**src/gat_pkg.sv**
```systemverilog
package gat_pkg;

  localparam int unsigned FEAT_ADDR_W = 16;
  localparam int unsigned FEAT_DATA_W = 32;
  localparam int unsigned LAYER_CNT_W = 4;

  localparam logic [FEAT_ADDR_W-1:0] LAYER_REGION   = 16'd4096;  // words per layer.
  localparam logic [FEAT_ADDR_W-1:0] OUT_ADDR_LIMIT = 16'd43328; // start of reserved area.

  localparam int unsigned H_NUM_SPARSE_DATA = 12;

  // ascii "GAT" over the sparse-data count.
  localparam logic [31:0] DBG_ID = {24'h474154, 8'(H_NUM_SPARSE_DATA)};

  typedef enum logic [2:0] {
    IDLE,
    DMVM,
    SPMM,
    SM,
    AGGR,
    DONE
  } stage_e;

  typedef struct packed {
    logic dmvm;
    logic spmm;
    logic sm;
    logic aggr;
  } stage_vec_t;

  typedef struct packed {
    logic                   ena;
    logic [FEAT_ADDR_W-1:0] addra;
    logic [FEAT_DATA_W-1:0] din;
  } feat_wr_t;

  typedef enum logic [2:0] {
    ID,
    FLAGS,
    SM_CNT,
    SNAP_A,
    SNAP_B
  } dbg_sel_e;

endpackage

```
**src/layer_scheduler.sv**
```systemverilog
`timescale 1ns/1ps

module layer_scheduler (
  input  logic                            clk,
  input  logic                            rst_n,
  input  logic                            start_i,
  input  logic [gat_pkg::LAYER_CNT_W-1:0] layer_cnt_i,
  input  gat_pkg::stage_vec_t             stage_rdy_i,
  output gat_pkg::stage_vec_t             stage_vld_o,
  output logic [gat_pkg::LAYER_CNT_W-1:0] layer_o,
  output logic                            busy_o,
  output logic                            done_o
);

  import gat_pkg::*;

  stage_e                 state_q;
  stage_e                 state_d;
  stage_vec_t             vld_d;
  logic [LAYER_CNT_W-1:0] layer_q;
  logic [LAYER_CNT_W-1:0] layer_d;
  logic [LAYER_CNT_W-1:0] layer_max_q;
  logic [LAYER_CNT_W-1:0] layer_max_d;
  logic                   last_layer;
  logic                   stage_done;

  assign last_layer = (layer_q == layer_max_q - 1'b1);

  // only the running stage may advance the sequence.
  always_comb begin
    case (state_q)
      DMVM:    stage_done = stage_rdy_i.dmvm;
      SPMM:    stage_done = stage_rdy_i.spmm;
      SM:      stage_done = stage_rdy_i.sm;
      AGGR:    stage_done = stage_rdy_i.aggr;
      default: stage_done = 1'b0;
    endcase
  end

  always_comb begin
    state_d     = state_q;
    vld_d       = '0;
    layer_d     = layer_q;
    layer_max_d = layer_max_q;
    case (state_q)
      IDLE: begin
        if (start_i) begin
          layer_d     = '0;
          layer_max_d = layer_cnt_i;
          if (layer_cnt_i == '0) begin
            state_d = DONE; // nothing to run.
          end else begin
            state_d    = DMVM;
            vld_d.dmvm = 1'b1;
          end
        end
      end
      DMVM: begin
        if (stage_done) begin
          state_d    = SPMM;
          vld_d.spmm = 1'b1;
        end
      end
      SPMM: begin
        if (stage_done) begin
          state_d  = SM;
          vld_d.sm = 1'b1;
        end
      end
      SM: begin
        if (stage_done) begin
          state_d    = AGGR;
          vld_d.aggr = 1'b1;
        end
      end
      AGGR: begin
        if (stage_done) begin
          if (last_layer) begin
            state_d = DONE;
          end else begin
            state_d    = DMVM; // next layer round.
            vld_d.dmvm = 1'b1;
            layer_d    = layer_q + 1'b1;
          end
        end
      end
      DONE: begin
        state_d = IDLE;
      end
      default: begin
        state_d = IDLE;
      end
    endcase
  end

  always_ff @(posedge clk or negedge rst_n) begin
    if (!rst_n) begin
      state_q     <= IDLE;
      stage_vld_o <= '0;
      layer_q     <= '0;
      layer_max_q <= '0;
    end else begin
      state_q     <= state_d;
      stage_vld_o <= vld_d;
      layer_q     <= layer_d;
      layer_max_q <= layer_max_d;
    end
  end

  assign layer_o = layer_q;
  assign busy_o  = (state_q != IDLE) && (state_q != DONE);
  assign done_o  = (state_q == DONE); // lasts the single DONE cycle.

endmodule

```
**src/feat_writeback.sv**
```systemverilog
`timescale 1ns/1ps

module feat_writeback (
  input  logic                            clk,
  input  logic                            rst_n,
  input  logic                            aggr_start_i,
  input  logic [gat_pkg::LAYER_CNT_W-1:0] layer_i,
  input  logic                            aggr_wr_i,
  input  logic [gat_pkg::FEAT_DATA_W-1:0] aggr_data_i,
  output gat_pkg::feat_wr_t               feat_wr_o
);

  import gat_pkg::*;

  logic [FEAT_ADDR_W-1:0] ord_q;
  logic [FEAT_ADDR_W-1:0] ord_cur;
  logic [FEAT_ADDR_W-1:0] region_base;
  logic                   wr_ena_q;
  logic [FEAT_ADDR_W-1:0] wr_addr_q;
  logic [FEAT_DATA_W-1:0] wr_data_q;

  // a start strobe restarts the ordinal in the same cycle.
  assign ord_cur     = aggr_start_i ? '0 : ord_q;
  assign region_base = FEAT_ADDR_W'(layer_i) * LAYER_REGION;

  always_ff @(posedge clk or negedge rst_n) begin
    if (!rst_n) begin
      ord_q <= '0;
    end else if (aggr_wr_i) begin
      ord_q <= ord_cur + 1'b1;
    end else if (aggr_start_i) begin
      ord_q <= '0;
    end
  end

  always_ff @(posedge clk or negedge rst_n) begin
    if (!rst_n) begin
      wr_ena_q <= 1'b0;
    end else begin
      wr_ena_q <= aggr_wr_i;
    end
  end

  always_ff @(posedge clk) begin
    if (aggr_wr_i) begin
      wr_addr_q <= region_base + ord_cur;
      wr_data_q <= aggr_data_i;
    end
  end

  assign feat_wr_o = '{ena: wr_ena_q, addra: wr_addr_q, din: wr_data_q};

endmodule

```
**src/debug_monitor.sv**
```systemverilog
`timescale 1ns/1ps

module debug_monitor (
  input  logic                            clk,
  input  logic                            rst_n,
  input  logic                            dbg_clr_i,
  input  gat_pkg::stage_vec_t             stage_vld_i,
  input  gat_pkg::stage_vec_t             stage_rdy_i,
  input  gat_pkg::feat_wr_t               feat_wr_i,
  input  logic [gat_pkg::FEAT_ADDR_W-1:0] watch_a_i,
  input  logic [gat_pkg::FEAT_ADDR_W-1:0] watch_b_i,
  input  gat_pkg::dbg_sel_e               dbg_sel_i,
  output logic [31:0]                     debug_o
);

  import gat_pkg::*;

  stage_vec_t             vld_flag_q;
  stage_vec_t             rdy_flag_q;
  logic                   wr_flag_q;
  logic                   ovf_flag_q;
  logic [31:0]            sm_cnt_q;
  logic [FEAT_DATA_W-1:0] snap_a_q;
  logic [FEAT_DATA_W-1:0] snap_b_q;
  logic                   ovf_hit;
  logic                   hit_a;
  logic                   hit_b;
  logic [31:0]            flags_word;

  assign ovf_hit = feat_wr_i.ena && (feat_wr_i.addra >= OUT_ADDR_LIMIT);
  assign hit_a   = feat_wr_i.ena && (feat_wr_i.addra == watch_a_i);
  assign hit_b   = feat_wr_i.ena && (feat_wr_i.addra == watch_b_i);

  // sticky event flags.
  always_ff @(posedge clk or negedge rst_n) begin
    if (!rst_n) begin
      vld_flag_q <= '0;
      rdy_flag_q <= '0;
      wr_flag_q  <= 1'b0;
      ovf_flag_q <= 1'b0;
    end else if (dbg_clr_i) begin
      vld_flag_q <= '0;
      rdy_flag_q <= '0;
      wr_flag_q  <= 1'b0;
      ovf_flag_q <= 1'b0;
    end else begin
      vld_flag_q <= vld_flag_q | stage_vld_i;
      rdy_flag_q <= rdy_flag_q | stage_rdy_i; // stray dones count too.
      wr_flag_q  <= wr_flag_q | feat_wr_i.ena;
      ovf_flag_q <= ovf_flag_q | ovf_hit;
    end
  end

  always_ff @(posedge clk or negedge rst_n) begin
    if (!rst_n) begin
      sm_cnt_q <= '0;
    end else if (dbg_clr_i) begin
      sm_cnt_q <= '0;
    end else if (stage_vld_i.sm) begin
      sm_cnt_q <= sm_cnt_q + 1'b1;
    end
  end

  // last data written at each watched address.
  always_ff @(posedge clk or negedge rst_n) begin
    if (!rst_n) begin
      snap_a_q <= '0;
      snap_b_q <= '0;
    end else if (dbg_clr_i) begin
      snap_a_q <= '0;
      snap_b_q <= '0;
    end else begin
      if (hit_a) begin
        snap_a_q <= feat_wr_i.din;
      end
      if (hit_b) begin
        snap_b_q <= feat_wr_i.din;
      end
    end
  end

  assign flags_word = {
    22'd0,
    ovf_flag_q,
    wr_flag_q,
    vld_flag_q.dmvm,
    rdy_flag_q.dmvm,
    vld_flag_q.spmm,
    rdy_flag_q.spmm,
    vld_flag_q.sm,
    rdy_flag_q.sm,
    vld_flag_q.aggr,
    rdy_flag_q.aggr
  };

  always_comb begin
    case (dbg_sel_i)
      ID:      debug_o = DBG_ID;
      FLAGS:   debug_o = flags_word;
      SM_CNT:  debug_o = sm_cnt_q;
      SNAP_A:  debug_o = snap_a_q;
      SNAP_B:  debug_o = snap_b_q;
      default: debug_o = '0; // unused select codes.
    endcase
  end

endmodule

```
**src/gat_ctrl_top.sv**
```systemverilog
`timescale 1ns/1ps

module gat_ctrl_top (
  input  logic                            clk,
  input  logic                            rst_n,
  input  logic                            start_i,
  input  logic [gat_pkg::LAYER_CNT_W-1:0] layer_cnt_i,
  input  gat_pkg::stage_vec_t             stage_rdy_i,
  output gat_pkg::stage_vec_t             stage_vld_o,
  output logic                            busy_o,
  output logic                            done_o,
  input  logic                            aggr_wr_i,
  input  logic [gat_pkg::FEAT_DATA_W-1:0] aggr_data_i,
  output gat_pkg::feat_wr_t               feat_wr_o,
  input  logic                            dbg_clr_i,
  input  logic [gat_pkg::FEAT_ADDR_W-1:0] watch_a_i,
  input  logic [gat_pkg::FEAT_ADDR_W-1:0] watch_b_i,
  input  gat_pkg::dbg_sel_e               dbg_sel_i,
  output logic [31:0]                     debug_o
);

  import gat_pkg::*;

  stage_vec_t             stage_vld;
  logic [LAYER_CNT_W-1:0] layer;
  feat_wr_t               feat_wr;

  layer_scheduler u_scheduler (
    .clk         (clk),
    .rst_n       (rst_n),
    .start_i     (start_i),
    .layer_cnt_i (layer_cnt_i),
    .stage_rdy_i (stage_rdy_i),
    .stage_vld_o (stage_vld),
    .layer_o     (layer),
    .busy_o      (busy_o),
    .done_o      (done_o)
  );

  // aggregation start strobe restarts the write ordinal.
  feat_writeback u_writeback (
    .clk          (clk),
    .rst_n        (rst_n),
    .aggr_start_i (stage_vld.aggr),
    .layer_i      (layer),
    .aggr_wr_i    (aggr_wr_i),
    .aggr_data_i  (aggr_data_i),
    .feat_wr_o    (feat_wr)
  );

  debug_monitor u_monitor (
    .clk         (clk),
    .rst_n       (rst_n),
    .dbg_clr_i   (dbg_clr_i),
    .stage_vld_i (stage_vld),
    .stage_rdy_i (stage_rdy_i),
    .feat_wr_i   (feat_wr),
    .watch_a_i   (watch_a_i),
    .watch_b_i   (watch_b_i),
    .dbg_sel_i   (dbg_sel_i),
    .debug_o     (debug_o)
  );

  assign stage_vld_o = stage_vld;
  assign feat_wr_o   = feat_wr;

endmodule

```
**config.mk**
```make
export PLATFORM = sky130hd
export DESIGN_NAME = gat_ctrl_top
export DESIGN_NICKNAME = d
export VERILOG_FILES = /design/src/gat_pkg.sv /design/src/layer_scheduler.sv /design/src/feat_writeback.sv /design/src/debug_monitor.sv /design/src/gat_ctrl_top.sv
export SDC_FILE = /design/constraint.sdc
export NUM_CORES = 1
export LEC_CHECK = 0
export ABC_AREA = 0
export BUFFER_PORTS_ARGS = -buffer_cell sky130_fd_sc_hd__buf_2
export CAP_MARGIN = 0
export CORE_ASPECT_RATIO = 0.7
export CORE_MARGIN = 5
export CORE_UTILIZATION = 58
export CTS_BUF_LIST = sky130_fd_sc_hd__clkbuf_4 sky130_fd_sc_hd__clkbuf_8
export DETAILED_ROUTE_END_ITERATION = 16
export PLACE_DENSITY = 0.83
export SLEW_MARGIN = 15
export SYNTH_ARGS = -nofsm -noshare
export SYNTH_HDL_FRONTEND = slang
export SYNTH_SLANG_ARGS = --single-unit
```
**constraint.sdc**
```tcl
create_clock -name clk -period 2.4 [get_ports clk]
set_input_delay 0.36 -clock clk [delete_from_list [all_inputs] [get_ports clk]]
set_output_delay 0.36 -clock clk [all_outputs]
set_load 0.005 [all_outputs]
```
Word-level counts from Yosys, hierarchy flattened:

Cells that the tools add are included.

* add/subtract/negate cells: 5
* $lt $le $gt $ge: 1
* eq/ne operators: 19
* muxes and demuxes: 35
* bitwise operators: 4
* reduce and logical (&&, ||, !) cells: 15

Operator list (count)
* 2-to-1 mux 32 bit: 6
* case mux 32 bit (5 select lines): 1
* adder 32 x 1 -> 32 bit (second input constant): 1
* equality test 16 bit: 2
* 2-to-1 mux 16 bit: 2
* 2-to-1 mux 3 bit: 7
* 2-to-1 mux 4 bit: 5
* adder 16 x 1 -> 16 bit (second input constant): 1
* adder 16 bit: 1
* greater-or-equal comparator 16 bit (second input constant): 1
* case mux 3 bit (5 select lines): 1
* equality test 3 x 2 -> 1 bit (second input constant): 4
* 2-to-1 mux 1 bit: 10
* equality test 3 bit (second input constant): 3
* inequality test 2 x 1 -> 1 bit (second input constant): 4
* bitwise OR 4 bit: 2
* case mux 4 bit (2 select lines): 1
* nonzero test 2 bit: 4
* equality test 3 x 1 -> 1 bit (second input constant): 2
* zero test 3 bit: 2
* AND reduction 5 bit: 1
* adder 4 x 1 -> 4 bit (second input constant): 1
* equality test 4 bit: 1
* logical AND 1 bit: 4
* 10 further kinds: 12

* register bits after elaboration: 186
* output and inout bits: 87

Depth between registers and ports, before layout:

* depth after elaboration: 5
* depth in mapped cells: 8
* gate-level depth less buffers: 7

Modules after synthesis:

Synthesis repeated with hierarchy kept, for this count alone.

* cells, all modules: 908
* area, all modules: 9282.7 sq um

Modules (own cells, without submodules)
* debug_monitor: instances 1, cells an instance 679, area an instance 5940.7 sq um, sequential area each 2652.5 sq um
* feat_writeback: instances 1, cells an instance 145, area an instance 2453.6 sq um, sequential area each 1866.8 sq um
* layer_scheduler: instances 1, cells an instance 84, area an instance 888.4 sq um, sequential area each 375.4 sq um

Worst setup path before layout:

OpenSTA, ideal clock, no wires.

* kind: reg2reg
* start point: register u_scheduler.stage_vld_o[0] (netlist name)
* end point: register u_writeback.wr_addr_q[15], data pin
* arrival time: 1.759 ns
* slack: 0.382 ns
* stages on the path, launching flop included: 9
* clock period less this slack: 2.018 ns
* cell sequence: dfrtp_1 clkbuf_1 clkbuf_1 nand2b_1 inv_1 ha_1 a21o_1 a21oi_1 xnor2_1

* word-level cells in the longest chain between the ends: 2

RTL lines
* 2-to-1 mux 16 bit
* adder 16 bit: RTL line feat_writeback.sv:46 `wr_addr_q <= region_base + ord_cur;`
* end signal: assignment: RTL line feat_writeback.sv:46
* end: declaration: RTL line feat_writeback.sv:19 `logic [FEAT_ADDR_W-1:0] wr_addr_q;`

No other way between the ends.
A chain may end at the register's enable or synchronous reset.

Worst setup path in the final report:

* start point: register u_writeback.wr_addr_q[9]
* end point: register u_monitor.snap_a_q[9]

* word-level cells in the longest chain between the ends: 3

RTL lines
* equality test 16 bit: RTL line debug_monitor.sv:31 `assign hit_a = feat_wr_i.ena && (feat_wr_i.addra == watch_a_i);`
* logical AND 1 bit: RTL line debug_monitor.sv:31
* nonzero test 2 bit (no source line)
* end signal: assignment: RTL line debug_monitor.sv:74 `snap_a_q <= feat_wr_i.din;`
* end: declaration: RTL line debug_monitor.sv:23 `logic [FEAT_DATA_W-1:0] snap_a_q;`

No other way between the ends.

==> flow_metrics.env <==
export IMPL_ys_flop_type="dfrtp_1"
export IMPL_clockBufferDepth=2
export IMPL_drc=0
export IMPL_maxCapViolations=0
export IMPL_finalNonFillerCells=1275
export IMPL_dpl_hpwl_um=17350
export IMPL_ys_ff_latch=186
export IMPL_fin_crit_ns=2.172
export IMPL_num_rows=38
export IMPL_ctsResizeCount=0
export IMPL_fp_dieH_um=114.6
export IMPL_yosys_warnings=0
export IMPL_final_common_cell="buf_2"
export IMPL_path_clk_slew_ns=0.11
export IMPL_yosysUniqueCellTypes=55
export IMPL_fmax_mhz=460.5
export IMPL_htree_levels=4
export IMPL_relSlewSlack=0.5332
export IMPL_cp_start_kind="register"
export IMPL_dieArea_mm2=0.01826
export IMPL_hold_viol=0
export IMPL_ys_seq_area_frac=0.5403
export IMPL_met1_length_um=10520
export IMPL_cts_root_buf="clkbuf_8"
export IMPL_synth_top_area_share=0.3812
export IMPL_setup_viol=0
export IMPL_dr_pass1_iters=5
export IMPL_synth_xor_area_share=0.07541
export IMPL_wirelength_um=24780
export IMPL_via_count=7774
export IMPL_cts_tree="done"
export IMPL_core_mm2=0.01540
export IMPL_finalCritPeriodShare=0.9049
export IMPL_numPortBuffers=166
export IMPL_crit_slowest_cell="nor4_1"
export IMPL_syn_area_per_cell_um2=9.922
export IMPL_power_density_mw_per_mm2=683.3
export IMPL_drive_gt1_frac=0.2318
export IMPL_grt_start_max_net_pins=59
export IMPL_arrival_ns=2.50
export IMPL_crit_fanout=32
export IMPL_synth_area_leaders="dfrtp_1, edfxtp_1, a21oi_1"
export IMPL_critPathMaxStageDelay_ns=0.57
export IMPL_worstPathCellList="xor2_1 -> nor4_1 -> nand4_1 -> buf_4 -> o21ai_0 -> a21oi_1"
export IMPL_area_delta_synth_final_pct=16.89
export IMPL_fin_area_mm2=0.01059
export IMPL_end_kind="register"
export IMPL_clock_sinks=186
export IMPL_p_leak_nw=4.698
export IMPL_path_buf_inv=1
export IMPL_syn_nets=1001
export IMPL_outcome="complete, no violations"
export IMPL_die_x_um=159.4
export IMPL_finClkSkew_ns=0.01743
export IMPL_io_pins=167
export IMPL_synthAdderAreaFrac=0.01188
export IMPL_vdd_drop_max_v=0.0005825
export IMPL_tns_ns=0
export IMPL_critical_path_top_delay_family="simple AND/OR/NAND/NOR gates"
export IMPL_synth_compound_area_frac=0.1434
export IMPL_synth_top_family_by_area="simple AND/OR/NAND/NOR gates"
export IMPL_yosys_area_share_simple=0.1666
export IMPL_nets=1149
export IMPL_wl_met3_um=2699
export IMPL_routed_via_density=6.097
export IMPL_track_usage=0.2696
export IMPL_layout_common_cells="buf_2, dfrtp_1, a21oi_1, o21ai_0, nand3_1"
export IMPL_clk_latency_ns=0.47
export IMPL_synth_mux_area_frac=0.01920
export IMPL_fin_total_pwr_w=0.007236
export IMPL_antenna_found_initial=1
export IMPL_cts_hold_buf=1
export IMPL_synthArstFlopShare=0.7419
export IMPL_cp_required_ns=2.73
export IMPL_ant_nets=0
export IMPL_worstSetupPathType="register to register"
export IMPL_cts_buffers=17
export IMPL_tightest_slew_ns=0.7001
export IMPL_dp_cells=1241
export IMPL_wire_per_inst_um=19.43
export IMPL_synth_cells=913
export IMPL_maxSlewViolCount=0
export IMPL_first_global_vias=7467
export IMPL_yosysTopAreaCell="dfrtp_1"
export IMPL_placed_cell_area_mm2=0.01016
export IMPL_grt_setup_unrepaired="false"
export IMPL_hold_class="input port to register"
export IMPL_met2_length_um=11050
export IMPL_grt_pass1_wl_um=39470
export IMPL_utilization=0.6874
export IMPL_cts_setup_buffers=0
export IMPL_synth_edf_count=48
export IMPL_drtIter0Drc=1264
export IMPL_top_layer="met4"
export IMPL_start_util=0.5880
export IMPL_grt_ovfl_total=0
export IMPL_gp_congestion=0.9180
export IMPL_synth_area_mm2=0.009059
==> synthesized netlist by cell type (11+ instances only) <==
master      n
a21oi_1    97
a22oi_1    21
buf_2      12
clkbuf_1   47
dfrtp_1   138
edfxtp_1   48
inv_1      27
mux2i_1    11
nand2_1    56
nand2b_1   11
nand3_1    75
nand4_1    16
nor2_1     64
nor2b_1    19
o21ai_0    96
o22ai_1    12
xnor2_1    23
xor2_1     55
==> sequential cells by signal (all words and copies together), names as in the netlist <==
name and cells:
u_monitor.sm_cnt_q 32, u_monitor.snap_a_q 32, u_monitor.snap_b_q 32, u_writeback.wr_data_q 32, u_writeback.ord_q 16, u_writeback.wr_addr_q 16, u_monitor.flags_word 8, u_scheduler.layer_max_q 4
u_scheduler.layer_o 4, u_scheduler.stage_vld_o 4, u_scheduler.state_q 3, u_monitor.ovf_flag_q 1, u_monitor.wr_flag_q 1, u_writeback.wr_ena_q 1
==> logic make-up after synthesis <==
logic type,Yosys count
AO/OA/AOI/OAI,239
XOR/XNOR,78
buffers and inverters,94
flip-flops,186
multiplexers,16
AND/OR/NAND/NOR,292
adder cells (fa/ha/maj),8
==> routing by layer <==
layer	GRT usage	vias to the layer above
met2	0.3980	459
met1	0.3955	3757
met3	0.06621	54
li1	-	3504
met4	0.08807	0
met5	0	-
==> metrics by stage <==
step	hold WS, ns	worst slack (ns)
after floorplan	0.06441	0.3820
after global placement	0.3069	0.3098
after detailed placement	0.3068	0.2903
after CTS	0.03293	0.2620
after global routing	0.02808	0.1382
final	0.06034	0.2283
==> cell type report <==
cell class                 count  area [µm²]
sequential                   186        4895
fill                        1175        4816
multi-input combinational    633        3777
timing repair buffer         196        1151
tap                          200       250.2
clock buffer                  17       234.0
clock inverter                15       177.7
inverter                      27       101.3
antenna                        1       2.502
==> final timing paths <==
| path | cells past startpoint | start | slack (ns) | end |
|---|---|---|---|---|
| max in group asynchronous | 3 | rst_n | 1.41 | u_monitor.sm_cnt_q[2]$_DFFE_PN0P_ |
| min in group asynchronous | 2 | rst_n | 0.35 | u_scheduler.layer_max_q[0]$_DFFE_PN0P_ |
| setup / recovery | 6 | u_writeback.wr_addr_q[9]$_DFFE_PP_ | 0.23 | u_monitor.snap_a_q[9]$_DFFE_PN0P_ |
| setup reg to reg | 6 | u_writeback.wr_addr_q[9]$_DFFE_PP_ | 0.23 | u_monitor.snap_a_q[9]$_DFFE_PN0P_ |
| hold reg to reg | 2 | u_scheduler.layer_max_q[3]$_DFFE_PN0P_ | 0.50 | u_scheduler.layer_max_q[3]$_DFFE_PN0P_ |
| hold / removal | 1 | aggr_data_i[23] | 0.06 | u_writeback.wr_data_q[23]$_DFFE_PP_ |
==> power by group <==
part	internal [W]	total, W	switching (W)
registers	0.00352	0.00381	0.000288
clock network	0.000887	0.00216	0.00128
logic	0.000549	0.00126	0.000715
No activity file was read; power rests on OpenSTA's default activity.
